`src/cnt_pkg.sv`:
```
package cnt_pkg;

  // channel count and bus widths
  localparam int COUNTER_NUM = 4;
  localparam int CNT_W       = 32;
  localparam int ADDR_W      = 32;
  localparam int DATA_W      = 32;

  // global registers
  localparam logic [ADDR_W-1:0] ADDR_GLOBAL_CMD  = 32'h00;
  localparam logic [ADDR_W-1:0] ADDR_INTR_STATUS = 32'h04;
  localparam logic [ADDR_W-1:0] ADDR_INTR_MASK   = 32'h08;

  // channel blocks start here, one block per channel
  localparam logic [ADDR_W-1:0] CH_BASE   = 32'h10;
  localparam logic [ADDR_W-1:0] CH_STRIDE = 32'h10;

  // offsets inside a channel block
  localparam logic [ADDR_W-1:0] OFS_CTRL   = 32'h0;
  localparam logic [ADDR_W-1:0] OFS_TARGET = 32'h4;
  localparam logic [ADDR_W-1:0] OFS_COUNT  = 32'h8;
  localparam logic [ADDR_W-1:0] OFS_CMD    = 32'hC;

  // ctrl register fields
  localparam int CTRL_MODE_BIT  = 0;
  localparam int CTRL_STATE_LSB = 8;

  // command code, bits 1:0 of a command write
  typedef enum logic [1:0] {
    CMD_NONE  = 2'd0,
    CMD_START = 2'd1,
    CMD_STOP  = 2'd2,
    CMD_CLEAR = 2'd3
  } cnt_cmd_e;

  typedef enum logic {
    MODE_ONESHOT  = 1'b0,
    MODE_PERIODIC = 1'b1
  } cnt_mode_e;

  typedef enum logic [1:0] {
    ST_IDLE = 2'd0,
    ST_RUN  = 2'd1,
    ST_DONE = 2'd2
  } ch_state_e;

  // address of one register in the block of channel ch
  function automatic logic [ADDR_W-1:0] ch_addr(input int ch, input logic [ADDR_W-1:0] ofs);
    ch_addr = CH_BASE + ADDR_W'(ch) * CH_STRIDE + ofs;
  endfunction

endpackage

```
`src/cnt_apb_regs.sv`:
```
`timescale 1ns/1ps

module cnt_apb_regs (
  input  logic                             i_pclk,
  input  logic                             i_prst_n,
  // apb slave, no wait states
  input  logic [cnt_pkg::ADDR_W-1:0]       i_paddr,
  input  logic [cnt_pkg::DATA_W-1:0]       i_pwdata,
  input  logic                             i_pwrite,
  input  logic                             i_psel,
  input  logic                             i_penable,
  output logic [cnt_pkg::DATA_W-1:0]       o_prdata,
  // toward the channels
  output cnt_pkg::cnt_cmd_e                o_ch_cmd    [cnt_pkg::COUNTER_NUM],
  output cnt_pkg::cnt_mode_e               o_ch_mode   [cnt_pkg::COUNTER_NUM],
  output logic [cnt_pkg::CNT_W-1:0]        o_ch_target [cnt_pkg::COUNTER_NUM],
  // from the channels
  input  logic [cnt_pkg::CNT_W-1:0]        i_ch_count  [cnt_pkg::COUNTER_NUM],
  input  cnt_pkg::ch_state_e               i_ch_state  [cnt_pkg::COUNTER_NUM],
  // interrupt controller
  input  logic [cnt_pkg::COUNTER_NUM-1:0]  i_intr_status,
  output logic [cnt_pkg::COUNTER_NUM-1:0]  o_intr_mask,
  output logic                             o_status_clr_wr,
  output logic [cnt_pkg::COUNTER_NUM-1:0]  o_status_clr_data
);
  import cnt_pkg::*;

  logic             wr_en;
  logic             rd_en;
  cnt_cmd_e         glb_cmd;
  cnt_cmd_e         cmd_nxt [COUNTER_NUM];
  logic [DATA_W-1:0] rdata_nxt;

  // everything happens at the edge that ends the setup phase
  assign wr_en = i_psel && i_pwrite && !i_penable;
  assign rd_en = i_psel && !i_pwrite && !i_penable;

  // global command, only valid on a write to its address
  assign glb_cmd = (wr_en && i_paddr == ADDR_GLOBAL_CMD) ? cnt_cmd_e'(i_pwdata[1:0]) : CMD_NONE;

  // per-channel command, global overrides
  always_comb begin
    for (int n = 0; n < COUNTER_NUM; n++) begin
      cmd_nxt[n] = CMD_NONE;
      if (wr_en && i_paddr == ch_addr(n, OFS_CMD)) begin
        cmd_nxt[n] = cnt_cmd_e'(i_pwdata[1:0]);
      end
      if (glb_cmd != CMD_NONE) begin
        cmd_nxt[n] = glb_cmd;
      end
    end
  end

  // command pulses last exactly one cycle
  always_ff @(posedge i_pclk or negedge i_prst_n) begin
    if (!i_prst_n) begin
      for (int n = 0; n < COUNTER_NUM; n++) begin
        o_ch_cmd[n] <= CMD_NONE;
      end
    end else begin
      for (int n = 0; n < COUNTER_NUM; n++) begin
        o_ch_cmd[n] <= cmd_nxt[n];
      end
    end
  end

  // mode and target per channel
  always_ff @(posedge i_pclk or negedge i_prst_n) begin
    if (!i_prst_n) begin
      for (int n = 0; n < COUNTER_NUM; n++) begin
        o_ch_mode[n]   <= MODE_ONESHOT;
        o_ch_target[n] <= '0;
      end
    end else if (wr_en) begin
      for (int n = 0; n < COUNTER_NUM; n++) begin
        if (i_paddr == ch_addr(n, OFS_CTRL)) begin
          o_ch_mode[n] <= cnt_mode_e'(i_pwdata[CTRL_MODE_BIT]);
        end
        if (i_paddr == ch_addr(n, OFS_TARGET)) begin
          o_ch_target[n] <= i_pwdata[CNT_W-1:0];
        end
      end
    end
  end

  // interrupt mask, all channels disabled out of reset
  always_ff @(posedge i_pclk or negedge i_prst_n) begin
    if (!i_prst_n) begin
      o_intr_mask <= '0;
    end else if (wr_en && i_paddr == ADDR_INTR_MASK) begin
      o_intr_mask <= i_pwdata[COUNTER_NUM-1:0];
    end
  end

  // w1c strobe goes straight to the status bits
  assign o_status_clr_wr   = wr_en && (i_paddr == ADDR_INTR_STATUS);
  assign o_status_clr_data = i_pwdata[COUNTER_NUM-1:0];

  // read mux, unmapped addresses read 0
  always_comb begin
    rdata_nxt = '0;
    if (i_paddr == ADDR_INTR_STATUS) begin
      rdata_nxt[COUNTER_NUM-1:0] = i_intr_status;
    end
    if (i_paddr == ADDR_INTR_MASK) begin
      rdata_nxt[COUNTER_NUM-1:0] = o_intr_mask;
    end
    for (int n = 0; n < COUNTER_NUM; n++) begin
      if (i_paddr == ch_addr(n, OFS_CTRL)) begin
        rdata_nxt[CTRL_MODE_BIT]       = o_ch_mode[n];
        rdata_nxt[CTRL_STATE_LSB +: 2] = i_ch_state[n];
      end
      if (i_paddr == ch_addr(n, OFS_TARGET)) begin
        rdata_nxt[CNT_W-1:0] = o_ch_target[n];
      end
      if (i_paddr == ch_addr(n, OFS_COUNT)) begin
        rdata_nxt[CNT_W-1:0] = i_ch_count[n];
      end
    end
  end

  // read data sampled in setup, held until the next read
  always_ff @(posedge i_pclk or negedge i_prst_n) begin
    if (!i_prst_n) begin
      o_prdata <= '0;
    end else if (rd_en) begin
      o_prdata <= rdata_nxt;
    end
  end

  // bus protocol: access phase only right after a setup phase to the same address
  ap_access_after_setup: assert property (
    @(posedge i_pclk) disable iff (!i_prst_n)
    (i_psel && i_penable) |-> $past(i_psel && !i_penable) && $stable(i_paddr)
  );

endmodule

```
`src/cnt_channel.sv`:
```
`timescale 1ns/1ps

module cnt_channel (
  input  logic                       i_pclk,
  input  logic                       i_prst_n,
  input  cnt_pkg::cnt_cmd_e          i_cmd,
  input  cnt_pkg::cnt_mode_e         i_mode,
  input  logic [cnt_pkg::CNT_W-1:0]  i_target,
  output logic [cnt_pkg::CNT_W-1:0]  o_count,
  output cnt_pkg::ch_state_e         o_state,
  output logic                       o_match,
  output logic                       o_wave
);
  import cnt_pkg::*;

  ch_state_e        state_q;
  ch_state_e        state_nxt;
  logic [CNT_W-1:0] count_q;
  logic [CNT_W-1:0] count_nxt;
  logic             wave_q;

  // match only counts while running
  assign o_match = (state_q == ST_RUN) && (count_q == i_target);

  // commands take priority over the match in the run fsm
  always_comb begin
    state_nxt = state_q;
    unique case (i_cmd)
      CMD_START: state_nxt = ST_RUN;
      CMD_STOP:  state_nxt = ST_IDLE;
      CMD_CLEAR: state_nxt = state_q;
      CMD_NONE: begin
        // one-shot stops at the target
        if (o_match && i_mode == MODE_ONESHOT) begin
          state_nxt = ST_DONE;
        end
      end
    endcase
  end

  // counter datapath
  always_comb begin
    count_nxt = count_q;
    if (i_cmd == CMD_CLEAR) begin
      count_nxt = '0;
    end else if (state_q == ST_RUN && i_cmd != CMD_STOP) begin
      if (o_match) begin
        // periodic wraps to 0 while one-shot holds the target
        count_nxt = (i_mode == MODE_PERIODIC) ? '0 : count_q;
      end else begin
        count_nxt = count_q + CNT_W'(1);
      end
    end
  end

  always_ff @(posedge i_pclk or negedge i_prst_n) begin
    if (!i_prst_n) begin
      state_q <= ST_IDLE;
      count_q <= '0;
    end else begin
      state_q <= state_nxt;
      count_q <= count_nxt;
    end
  end

  // wave flips once per match
  always_ff @(posedge i_pclk or negedge i_prst_n) begin
    if (!i_prst_n) begin
      wave_q <= 1'b0;
    end else if (o_match) begin
      wave_q <= ~wave_q;
    end
  end

  assign o_count = count_q;
  assign o_state = state_q;
  assign o_wave  = wave_q;

  // one-shot halts in done with the count parked on the target
  ap_oneshot_halt: assert property (
    @(posedge i_pclk) disable iff (!i_prst_n)
    (o_match && i_mode == MODE_ONESHOT && i_cmd == CMD_NONE) |=>
      (o_state == ST_DONE) && (o_count == $past(i_target))
  );

endmodule

```
`src/cnt_intr_ctrl.sv`:
```
`timescale 1ns/1ps

module cnt_intr_ctrl (
  input  logic                             i_pclk,
  input  logic                             i_prst_n,
  input  logic [cnt_pkg::COUNTER_NUM-1:0]  i_match,
  input  logic                             i_clr_wr,
  input  logic [cnt_pkg::COUNTER_NUM-1:0]  i_clr_data,
  input  logic [cnt_pkg::COUNTER_NUM-1:0]  i_mask,
  output logic [cnt_pkg::COUNTER_NUM-1:0]  o_status,
  output logic                             o_int
);
  import cnt_pkg::*;

  logic [COUNTER_NUM-1:0] status_q;
  logic [COUNTER_NUM-1:0] clr_vec;

  // clear vector only on a status write
  assign clr_vec = i_clr_wr ? i_clr_data : '0;

  // a new match beats a clear in the same cycle
  always_ff @(posedge i_pclk or negedge i_prst_n) begin
    if (!i_prst_n) begin
      status_q <= '0;
    end else begin
      status_q <= (status_q & ~clr_vec) | i_match;
    end
  end

  assign o_status = status_q;

  // level interrupt straight from status and mask
  assign o_int = |(status_q & i_mask);

  // a status bit only falls on a status write
  ap_clear_needs_write: assert property (
    @(posedge i_pclk) disable iff (!i_prst_n)
    (|($past(o_status) & ~o_status)) |-> $past(i_clr_wr)
  );

  // interrupt rises only after a match or a mask write
  ap_int_cause: assert property (
    @(posedge i_pclk) disable iff (!i_prst_n)
    $rose(o_int) |-> ($past(|i_match) || $changed(i_mask))
  );

endmodule

```
`src/cnt_top.sv`:
```
`timescale 1ns/1ps

module cnt_top (
  input  logic                             i_pclk,
  input  logic                             i_prst_n,
  input  logic [cnt_pkg::ADDR_W-1:0]       i_paddr,
  input  logic [cnt_pkg::DATA_W-1:0]       i_pwdata,
  input  logic                             i_pwrite,
  input  logic                             i_psel,
  input  logic                             i_penable,
  output logic [cnt_pkg::DATA_W-1:0]       o_prdata,
  output logic [cnt_pkg::COUNTER_NUM-1:0]  o_wave,
  output logic                             o_int
);
  import cnt_pkg::*;

  // register bank to channels
  cnt_cmd_e               ch_cmd    [COUNTER_NUM];
  cnt_mode_e              ch_mode   [COUNTER_NUM];
  logic [CNT_W-1:0]       ch_target [COUNTER_NUM];
  // channels back to register bank
  logic [CNT_W-1:0]       ch_count  [COUNTER_NUM];
  ch_state_e              ch_state  [COUNTER_NUM];
  // match events and interrupt path
  logic [COUNTER_NUM-1:0] ch_match;
  logic [COUNTER_NUM-1:0] intr_status;
  logic [COUNTER_NUM-1:0] intr_mask;
  logic                   status_clr_wr;
  logic [COUNTER_NUM-1:0] status_clr_data;

  cnt_apb_regs u_regs (
    .i_pclk            (i_pclk),
    .i_prst_n          (i_prst_n),
    .i_paddr           (i_paddr),
    .i_pwdata          (i_pwdata),
    .i_pwrite          (i_pwrite),
    .i_psel            (i_psel),
    .i_penable         (i_penable),
    .o_prdata          (o_prdata),
    .o_ch_cmd          (ch_cmd),
    .o_ch_mode         (ch_mode),
    .o_ch_target       (ch_target),
    .i_ch_count        (ch_count),
    .i_ch_state        (ch_state),
    .i_intr_status     (intr_status),
    .o_intr_mask       (intr_mask),
    .o_status_clr_wr   (status_clr_wr),
    .o_status_clr_data (status_clr_data)
  );

  // one counter per channel
  for (genvar i = 0; i < COUNTER_NUM; i++) begin : g_ch
    cnt_channel u_ch (
      .i_pclk   (i_pclk),
      .i_prst_n (i_prst_n),
      .i_cmd    (ch_cmd[i]),
      .i_mode   (ch_mode[i]),
      .i_target (ch_target[i]),
      .o_count  (ch_count[i]),
      .o_state  (ch_state[i]),
      .o_match  (ch_match[i]),
      .o_wave   (o_wave[i])
    );
  end

  cnt_intr_ctrl u_intr (
    .i_pclk     (i_pclk),
    .i_prst_n   (i_prst_n),
    .i_match    (ch_match),
    .i_clr_wr   (status_clr_wr),
    .i_clr_data (status_clr_data),
    .i_mask     (intr_mask),
    .o_status   (intr_status),
    .o_int      (o_int)
  );

endmodule

```
`config.mk`:
```
export PLATFORM = sky130hd
export DESIGN_NAME = cnt_top
export DESIGN_NICKNAME = d
export VERILOG_FILES = /design/src/cnt_pkg.sv /design/src/cnt_apb_regs.sv /design/src/cnt_channel.sv /design/src/cnt_intr_ctrl.sv /design/src/cnt_top.sv
export SDC_FILE = /design/constraint.sdc
export NUM_CORES = 1
export LEC_CHECK = 0
export BUFFER_PORTS_ARGS = -buffer_cell sky130_fd_sc_hd__buf_2
export CORE_MARGIN = 3
export CORE_UTILIZATION = 56
export CTS_BUF_LIST = sky130_fd_sc_hd__clkbuf_8 sky130_fd_sc_hd__clkbuf_16
export DETAILED_ROUTE_END_ITERATION = 8
export PLACE_DENSITY = 0.77
export SETUP_SLACK_MARGIN = 0.1
export SYNTH_ARGS = -nofsm -noshare
export SYNTH_HDL_FRONTEND = slang
export SYNTH_SLANG_ARGS = --single-unit
```
`constraint.sdc`:
```
create_clock -name i_pclk -period 2.55 [get_ports i_pclk]
set_clock_uncertainty 0.2 [all_clocks]
set_input_delay 0.1275 -clock i_pclk [delete_from_list [all_inputs] [get_ports i_pclk]]
set_output_delay 0.1275 -clock i_pclk [all_outputs]
set_load 0.01 [all_outputs]
```
==> results.cfg, run 1 <==
[yosys]
synth-edff-count = 0
synthesis.nets = 1892
ys_seq_area_share_pct = 45.0
syn_area_mm2 = 0.0178
synthFlopType = dfrtp_1
yosys_warnings = 0
syn_area_per_cell_um2 = 9.78
async_flop_share_pct = 100
synth_cells = 1819
yosys.cell_types.count = 81
ys_ff_latch = 320

[global_route]
grt_pass1_vias = 18163
grt_max_degree = 78
grt_overflow = 0
grt_pass1_wl_mm = 111
grt_antenna_before_repair = 3
grt.total_usage_pct = 43.6

[place]
place_ws_ns = -0.333
gp_congestion = 1.03
hpwl_mm = 53.7
portBuffers = 105
place_inst = 2545
dpl_cell_area_mm2 = 0.0214

[floorplanning]
rows = 64
die_x_um = 184
io_pins = 106
dieHeight_um = 184
initial_core_util_pct = 57.5
coreArea_mm2 = 0.0309
die-area_mm2 = 0.0339

[run_status]
status = complete, but fails checks
violations = negative setup slack

[finish]
area_growth_syn_to_layout_pct = 42.5
layout_common_cells = buf_4 (332), dfrtp_1 (302), mux2_2 (124)
stdcell_count = 2713
stdcell_area_mm2 = 0.0253
layout_commonest_cell = buf_4
drive_above_1_share_pct = 42.2
nets = 2362

[timing]
rsz0062_at_grt = yes
slew_headroom_pct = 45.0
fmax_mhz = 347
fin_crit_ns = 2.88
finalSetupViolCount = 98
hold_viol_final = 0
timing.hold.ws_ns = 0.00185
drv_slew = 0
fin_ws_ns = -0.333
fin_crit_sh_pct = 113
tightest_slew_ns = 0.817

[route]
drc_errors = 0
wl_per_cell_um = 29.3
vias_per_cell = 6.93
drt_iter0_drc = 2658
routed_wl_mm = 79.6
dr.pass1.iters = 7
drtAntennaViolNets = 0
via_count = 18800

[setup_path]
cp_max_fo = 4
cpMaxStageDelayCell = nor3_1
critPathRequiredTime_ns = 2.80
cp-start-kind = register
worstPathCellList = buf_4 -> nand4_1 -> nor4_2 -> nand4_1 -> buf_4 -> nor3_1 -> nand2_1 -> o21ai_1
arrival_ns = 3.13
cpPeakStageDelay_ns = 0.53
end_kind = register
path_class = reg2reg

[power_and_ir_drop]
power.leakage_uw = 0.0120
p_per_area_mw_per_mm2 = 436
irDropWorstVdd_mv = 0.477

[clocking]
cts_tree = built
clk_latency_ns = 0.54
clk_pin_slew_ns = 0.07
cts.sinks = 320
clock_path_buffers = 3
cts_made_buffers = 37
cts_max_level = 2
clock-root-buffer = clkbuf_16

[run]
maxCapViolCount = 0

[min_path]
min_path_type = in2async
-- routing by layer --
metal  vias to the layer above  track usage, %  part of all wire, %
li1                       7727               -                    -
met1                      9136            56.1                   35
met2                      1495            67.7                   44
met3                       440            10.1                   12
met4                         2            25.9                  8.5
met5                         -               0                0.016
-- worst max-delay path: cells and delay by family (launching register included) --
kind,cells,cell delay (ns)
AO/OA/AOI/OAI,1,0.23
buffers and inverters,2,0.40
flip-flops,1,0.50
AND/OR/NAND/NOR,5,1.46
-- through the flow --
step           util (%)  TNS [ns]  total power (uW)
2_1_floorplan         -         0              5270
4_1_cts            79.0     -1.37             11000
6_report           82.0     -6.86             11100
3_5_place_dp       69.4     -9.24              5590
5_1_grt            82.0    -11.54             11200
3_3_place_gp       69.4     -5.86              5580
-- kinds of logic after synthesis --
group | share of synthesized area [%]
AND/OR/NAND/NOR | 17.4
multiplexers | 8.36
XOR/XNOR | 8.17
AO/OA/AOI/OAI | 17.2
buffers and inverters | 3.54
adder cells (fa/ha/maj) | 0.281
flip-flops | 45.0
-- synthesized netlist by cell type, types with 17 or more instances --
cell type	n	area share [%]
nor3_1	43	1.2
nand3_1	52	1.5
inv_1	23	0.49
o31ai_1	19	0.80
dfrtp_1	320	45
a222oi_1	26	1.5
mux2_2	124	7.9
o21ai_0	128	3.6
nand2_1	136	2.9
a31oi_1	45	1.6
a22oi_1	55	2.3
nand4_1	48	1.7
buf_2	28	0.79
xnor2_1	82	4.0
a22o_1	28	1.4
xor2_1	84	4.1
a21o_1	23	0.97
and3_1	28	0.98
a21oi_1	62	1.7
nor2_1	121	2.6
nand2b_1	17	0.60
nor4_1	43	1.5
or3_1	28	0.98
clkbuf_1	84	1.8
-- path summary, 6_finish.rpt --
path	cells after the start	slack [ns]	endpoint	startpoint
max	8	-0.33	g_ch[1].u_ch.o_count[24]	g_ch[1].u_ch.o_count[4]
min	2	0.002	g_ch[3].u_ch.o_count[23]	i_prst_n
max reg2reg	8	-0.33	g_ch[1].u_ch.o_count[24]	g_ch[1].u_ch.o_count[4]
min reg2reg	1	0.27	u_regs.o_prdata[31]	u_regs.o_prdata[31]
max in group asynchronous	3	1.36	g_ch[3].u_ch.o_count[17]	i_prst_n
min in group i_pclk	4	0.03	u_regs.o_prdata[24]	i_psel
-- what timing repair did --
item | CTS | global route
hold buffers | 38 | 0
hold endpoints to repair | 464 | 0
gates resized for setup | 252 | 190
endpoints found under the setup margin | 132 | 139
pin swaps | 73 | 120
buffers inserted | 36 | 20
cloned | 8 | 3
-- registers in the layout, indices dropped and copies added (netlist names) --
name	cells
g_ch.u_ch.o_count	128
u_regs.o_ch_target	128
u_regs.o_prdata	32
g_ch.u_ch.o_state	8
u_regs.o_ch_cmd	8
g_ch.u_ch.o_wave	4
u_intr.o_status	4
u_regs.o_ch_mode	4
u_regs.o_intr_mask	4
-- cell type report --
class / count / area, um^2
multi-input cells: 1353 / 10800
diodes: 3 / 7.51
inverters: 23 / 86.3
well taps: 396 / 495
repair buffers: 554 / 4680
clock inverters: 22 / 224
flip-flops and latches: 320 / 8030
clock buffers: 42 / 995
fillers: 1813 / 5560
-- power by group --
part | switching [uW] | internal [uW] | leakage [uW]
clock network | 2280 | 3210 | 0.000625
registers | 10.2 | 5090 | 0.00439
logic | 305 | 153 | 0.00694
total | 2600 | 8450 | 0.0120
(Power assumes the default switching activity.)
==> inputs of run 2 (changes only) <==
--- a/config.mk
+++ b/config.mk
@@ -6,7 +6,6 @@
 export NUM_CORES = 1
 export LEC_CHECK = 0
 export BUFFER_PORTS_ARGS = -buffer_cell sky130_fd_sc_hd__buf_2
-export CORE_MARGIN = 3
 export CORE_UTILIZATION = 56
 export CTS_BUF_LIST = sky130_fd_sc_hd__clkbuf_8 sky130_fd_sc_hd__clkbuf_16
 export DETAILED_ROUTE_END_ITERATION = 8
==> run 2 against run 1 <==
  * The run still ends with negative setup slack left
  * First-iteration DRC count decreased by 2.7%
  * Maximum frequency decreased by 4.5%
  * Cell count increased by 0.92%
  * Die area decreased by 4.3%
  * Count of clock-buffer cells in the layout increased by 4
  * Clock power decreased by 6.6%
  * Critical path depth increased by 2
  * Largest cell class unchanged
  * Largest power group unchanged
==> results.cfg, run 2 (same netlist as run 1, synthesis figures left out) <==
[power_and_ir_drop]
seqPwrFrac_pct = 47.7
p_sw_share_pct = 23.1
irDropWorstVdd_mv = 0.594
combinationalPowerShare_pct = 4.3
power.leakage_uw = 0.0120
power.switching_uw = 2470
p_int_uw = 8220
p_per_area_mw_per_mm2 = 419
p_clk_share_pct = 48.0

[route]
via_count = 19122
drt_iter0_drc = 2587
vias_per_cell = 6.98
routed_wl_mm = 81.5
wl_per_cell_um = 29.8
dr.pass1.iters = 8
drc_errors = 0
drtAntennaViolNets = 0

[clocking]
cts_max_level = 2
cts_made_buffers = 37
cts_tree = built
cts.sinks = 320
clk_pin_slew_ns = 0.06
clk_latency_ns = 0.53
clock-root-buffer = clkbuf_16
clock_path_buffers = 3

[finish]
nets = 2391
regArea_mm2 = 0.00803
stdcell_area_mm2 = 0.0255
drive_above_1_share_pct = 43.5
multiInputGateArea_mm2 = 0.0109
area_growth_syn_to_layout_pct = 43.4
layout_commonest_cell = buf_4
fillers = 1703
layout_common_cells = buf_4 (352), dfrtp_1 (301), mux2_2 (123)

[floorplanning]
die-area_mm2 = 0.0325
die_x_um = 180
coreArea_mm2 = 0.0309
io_pins = 106
initial_core_util_pct = 57.5
rows = 64
dieHeight_um = 180

[global_route]
grt_pass1_wl_mm = 110
grt.total_usage_pct = 45.3
grt_pass1_vias = 17915
grt_max_degree = 83
grt_overflow = 0
grt_antenna_before_repair = 3

[timing]
tightest_slew_ns = 0.879
fin_ws_ns = -0.468
fmax_mhz = 331
fin_crit_sh_pct = 118
finalSetupViolCount = 124
drv_slew = 0
rsz0062_at_grt = yes
hold_viol_final = 0
fin_crit_ns = 3.02
slew_headroom_pct = 40.9

[setup_path]
cp-start-kind = register
reg2reg_to = g_ch[1].u_ch.o_count[28]
end_kind = register
r2r_start = g_ch[1].u_ch.o_count[10]
r2r_cells = 10
cp_max_fo = 5
critPathRequiredTime_ns = 2.76
path_class = reg2reg
reg2reg_slack_ns = -0.47
arrival_ns = 3.23

[place]
dpl_cell_area_mm2 = 0.0214
place_ws_ns = -0.310
portBuffers = 105
hpwl_mm = 53.4
gp_congestion = 1.04

[run]
maxCapViolCount = 0

[run_status]
status = complete, but fails checks
violations = negative setup slack

[min_path]
min_path_type = in2async
-- run 2: final cells by class --
class,instances,share of cell area [%]
Multi-Input combinational cell,1354,42.8
Sequential cell,320,31.5
Timing Repair Buffer,582,19.0
Clock buffer,46,4.12
Tap cell,396,1.94
Inverter,23,0.338
Clock inverter,15,0.334
Antenna cell,2,0.0196
-- run 2: timing repair --
action	4_1_cts	5_1_grt
gates cloned	11	5
buffers inserted	42	37
setup endpoints to repair	135	141
gates resized for setup	233	244
hold endpoints to repair	428	0
hold buffers	37	0
pin swaps	79	124
-- run 2: per-stage QoR --
stage / hold WS, ns / TNS, ns / utilization, % / power, uW / instances
6_report: 0.0248 / -17.43 / 82.5 / 10700 / 2738
5_1_grt: 0.0527 / -24.46 / 82.5 / 10900 / 2736
4_1_cts: 0.0175 / -1.75 / 77.7 / 10600 / 2698
3_5_place_dp: 0.00555 / -17.54 / 69.2 / 5590 / 2551
3_3_place_gp: 0.00994 / -14.75 / 69.2 / 5580 / 2551
2_1_floorplan: -0.368 / 0 / - / 5270 / 1819
-- run 2: worst max-delay path by stage --
stage	startpoint	to	slack, ns	cells past startpoint
floorplan	g_ch[2].u_ch.o_count[18]	g_ch[2].u_ch.o_count[22]	0.04	10
global placement	g_ch[3].u_ch.o_count[12]	g_ch[3].u_ch.o_count[11]	-0.34	9
detailed placement	i_paddr[21]	u_regs.o_prdata[26]	-0.31	11
CTS	g_ch[2].u_ch.o_count[16]	g_ch[2].u_ch.o_count[16]	-0.09	7
global route	g_ch[1].u_ch.o_count[5]	g_ch[1].u_ch.o_count[28]	-0.43	9
finish	g_ch[1].u_ch.o_count[10]	g_ch[1].u_ch.o_count[28]	-0.47	10
-- run 2: worst max-delay path, stage by stage (launching register included) --
cell     delay, ns
dfrtp_1       0.55
xor2_1        0.58
or3_4         0.38
o31ai_4       0.09
buf_4         0.16
buf_6         0.11
buf_6         0.11
nor2_4        0.20
buf_6         0.17
nand2_2       0.09
o31ai_2       0.25
-- run 2: power groups by stage --
| stage | Clock (uW) | Sequential (uW) | Combinational (uW) |
|---|---|---|---|
| 5_1_grt | 5290 | 5100 | 481 |
| 2_1_floorplan | 0 | 5200 | 71.1 |
| 6_report | 5130 | 5100 | 456 |
| 3_3_place_gp | 0 | 5190 | 389 |
| 4_1_cts | 5070 | 5100 | 440 |
| 3_5_place_dp | 0 | 5190 | 395 |
-- run 2: per-layer routing --
layer,up-vias,GRT usage [%],wire length (um)
li1,7760,-,-
met5,-,0,24
met1,9276,59.3,28400
met2,1602,70.1,35500
met4,4,23.8,6760
met3,480,10.5,10800
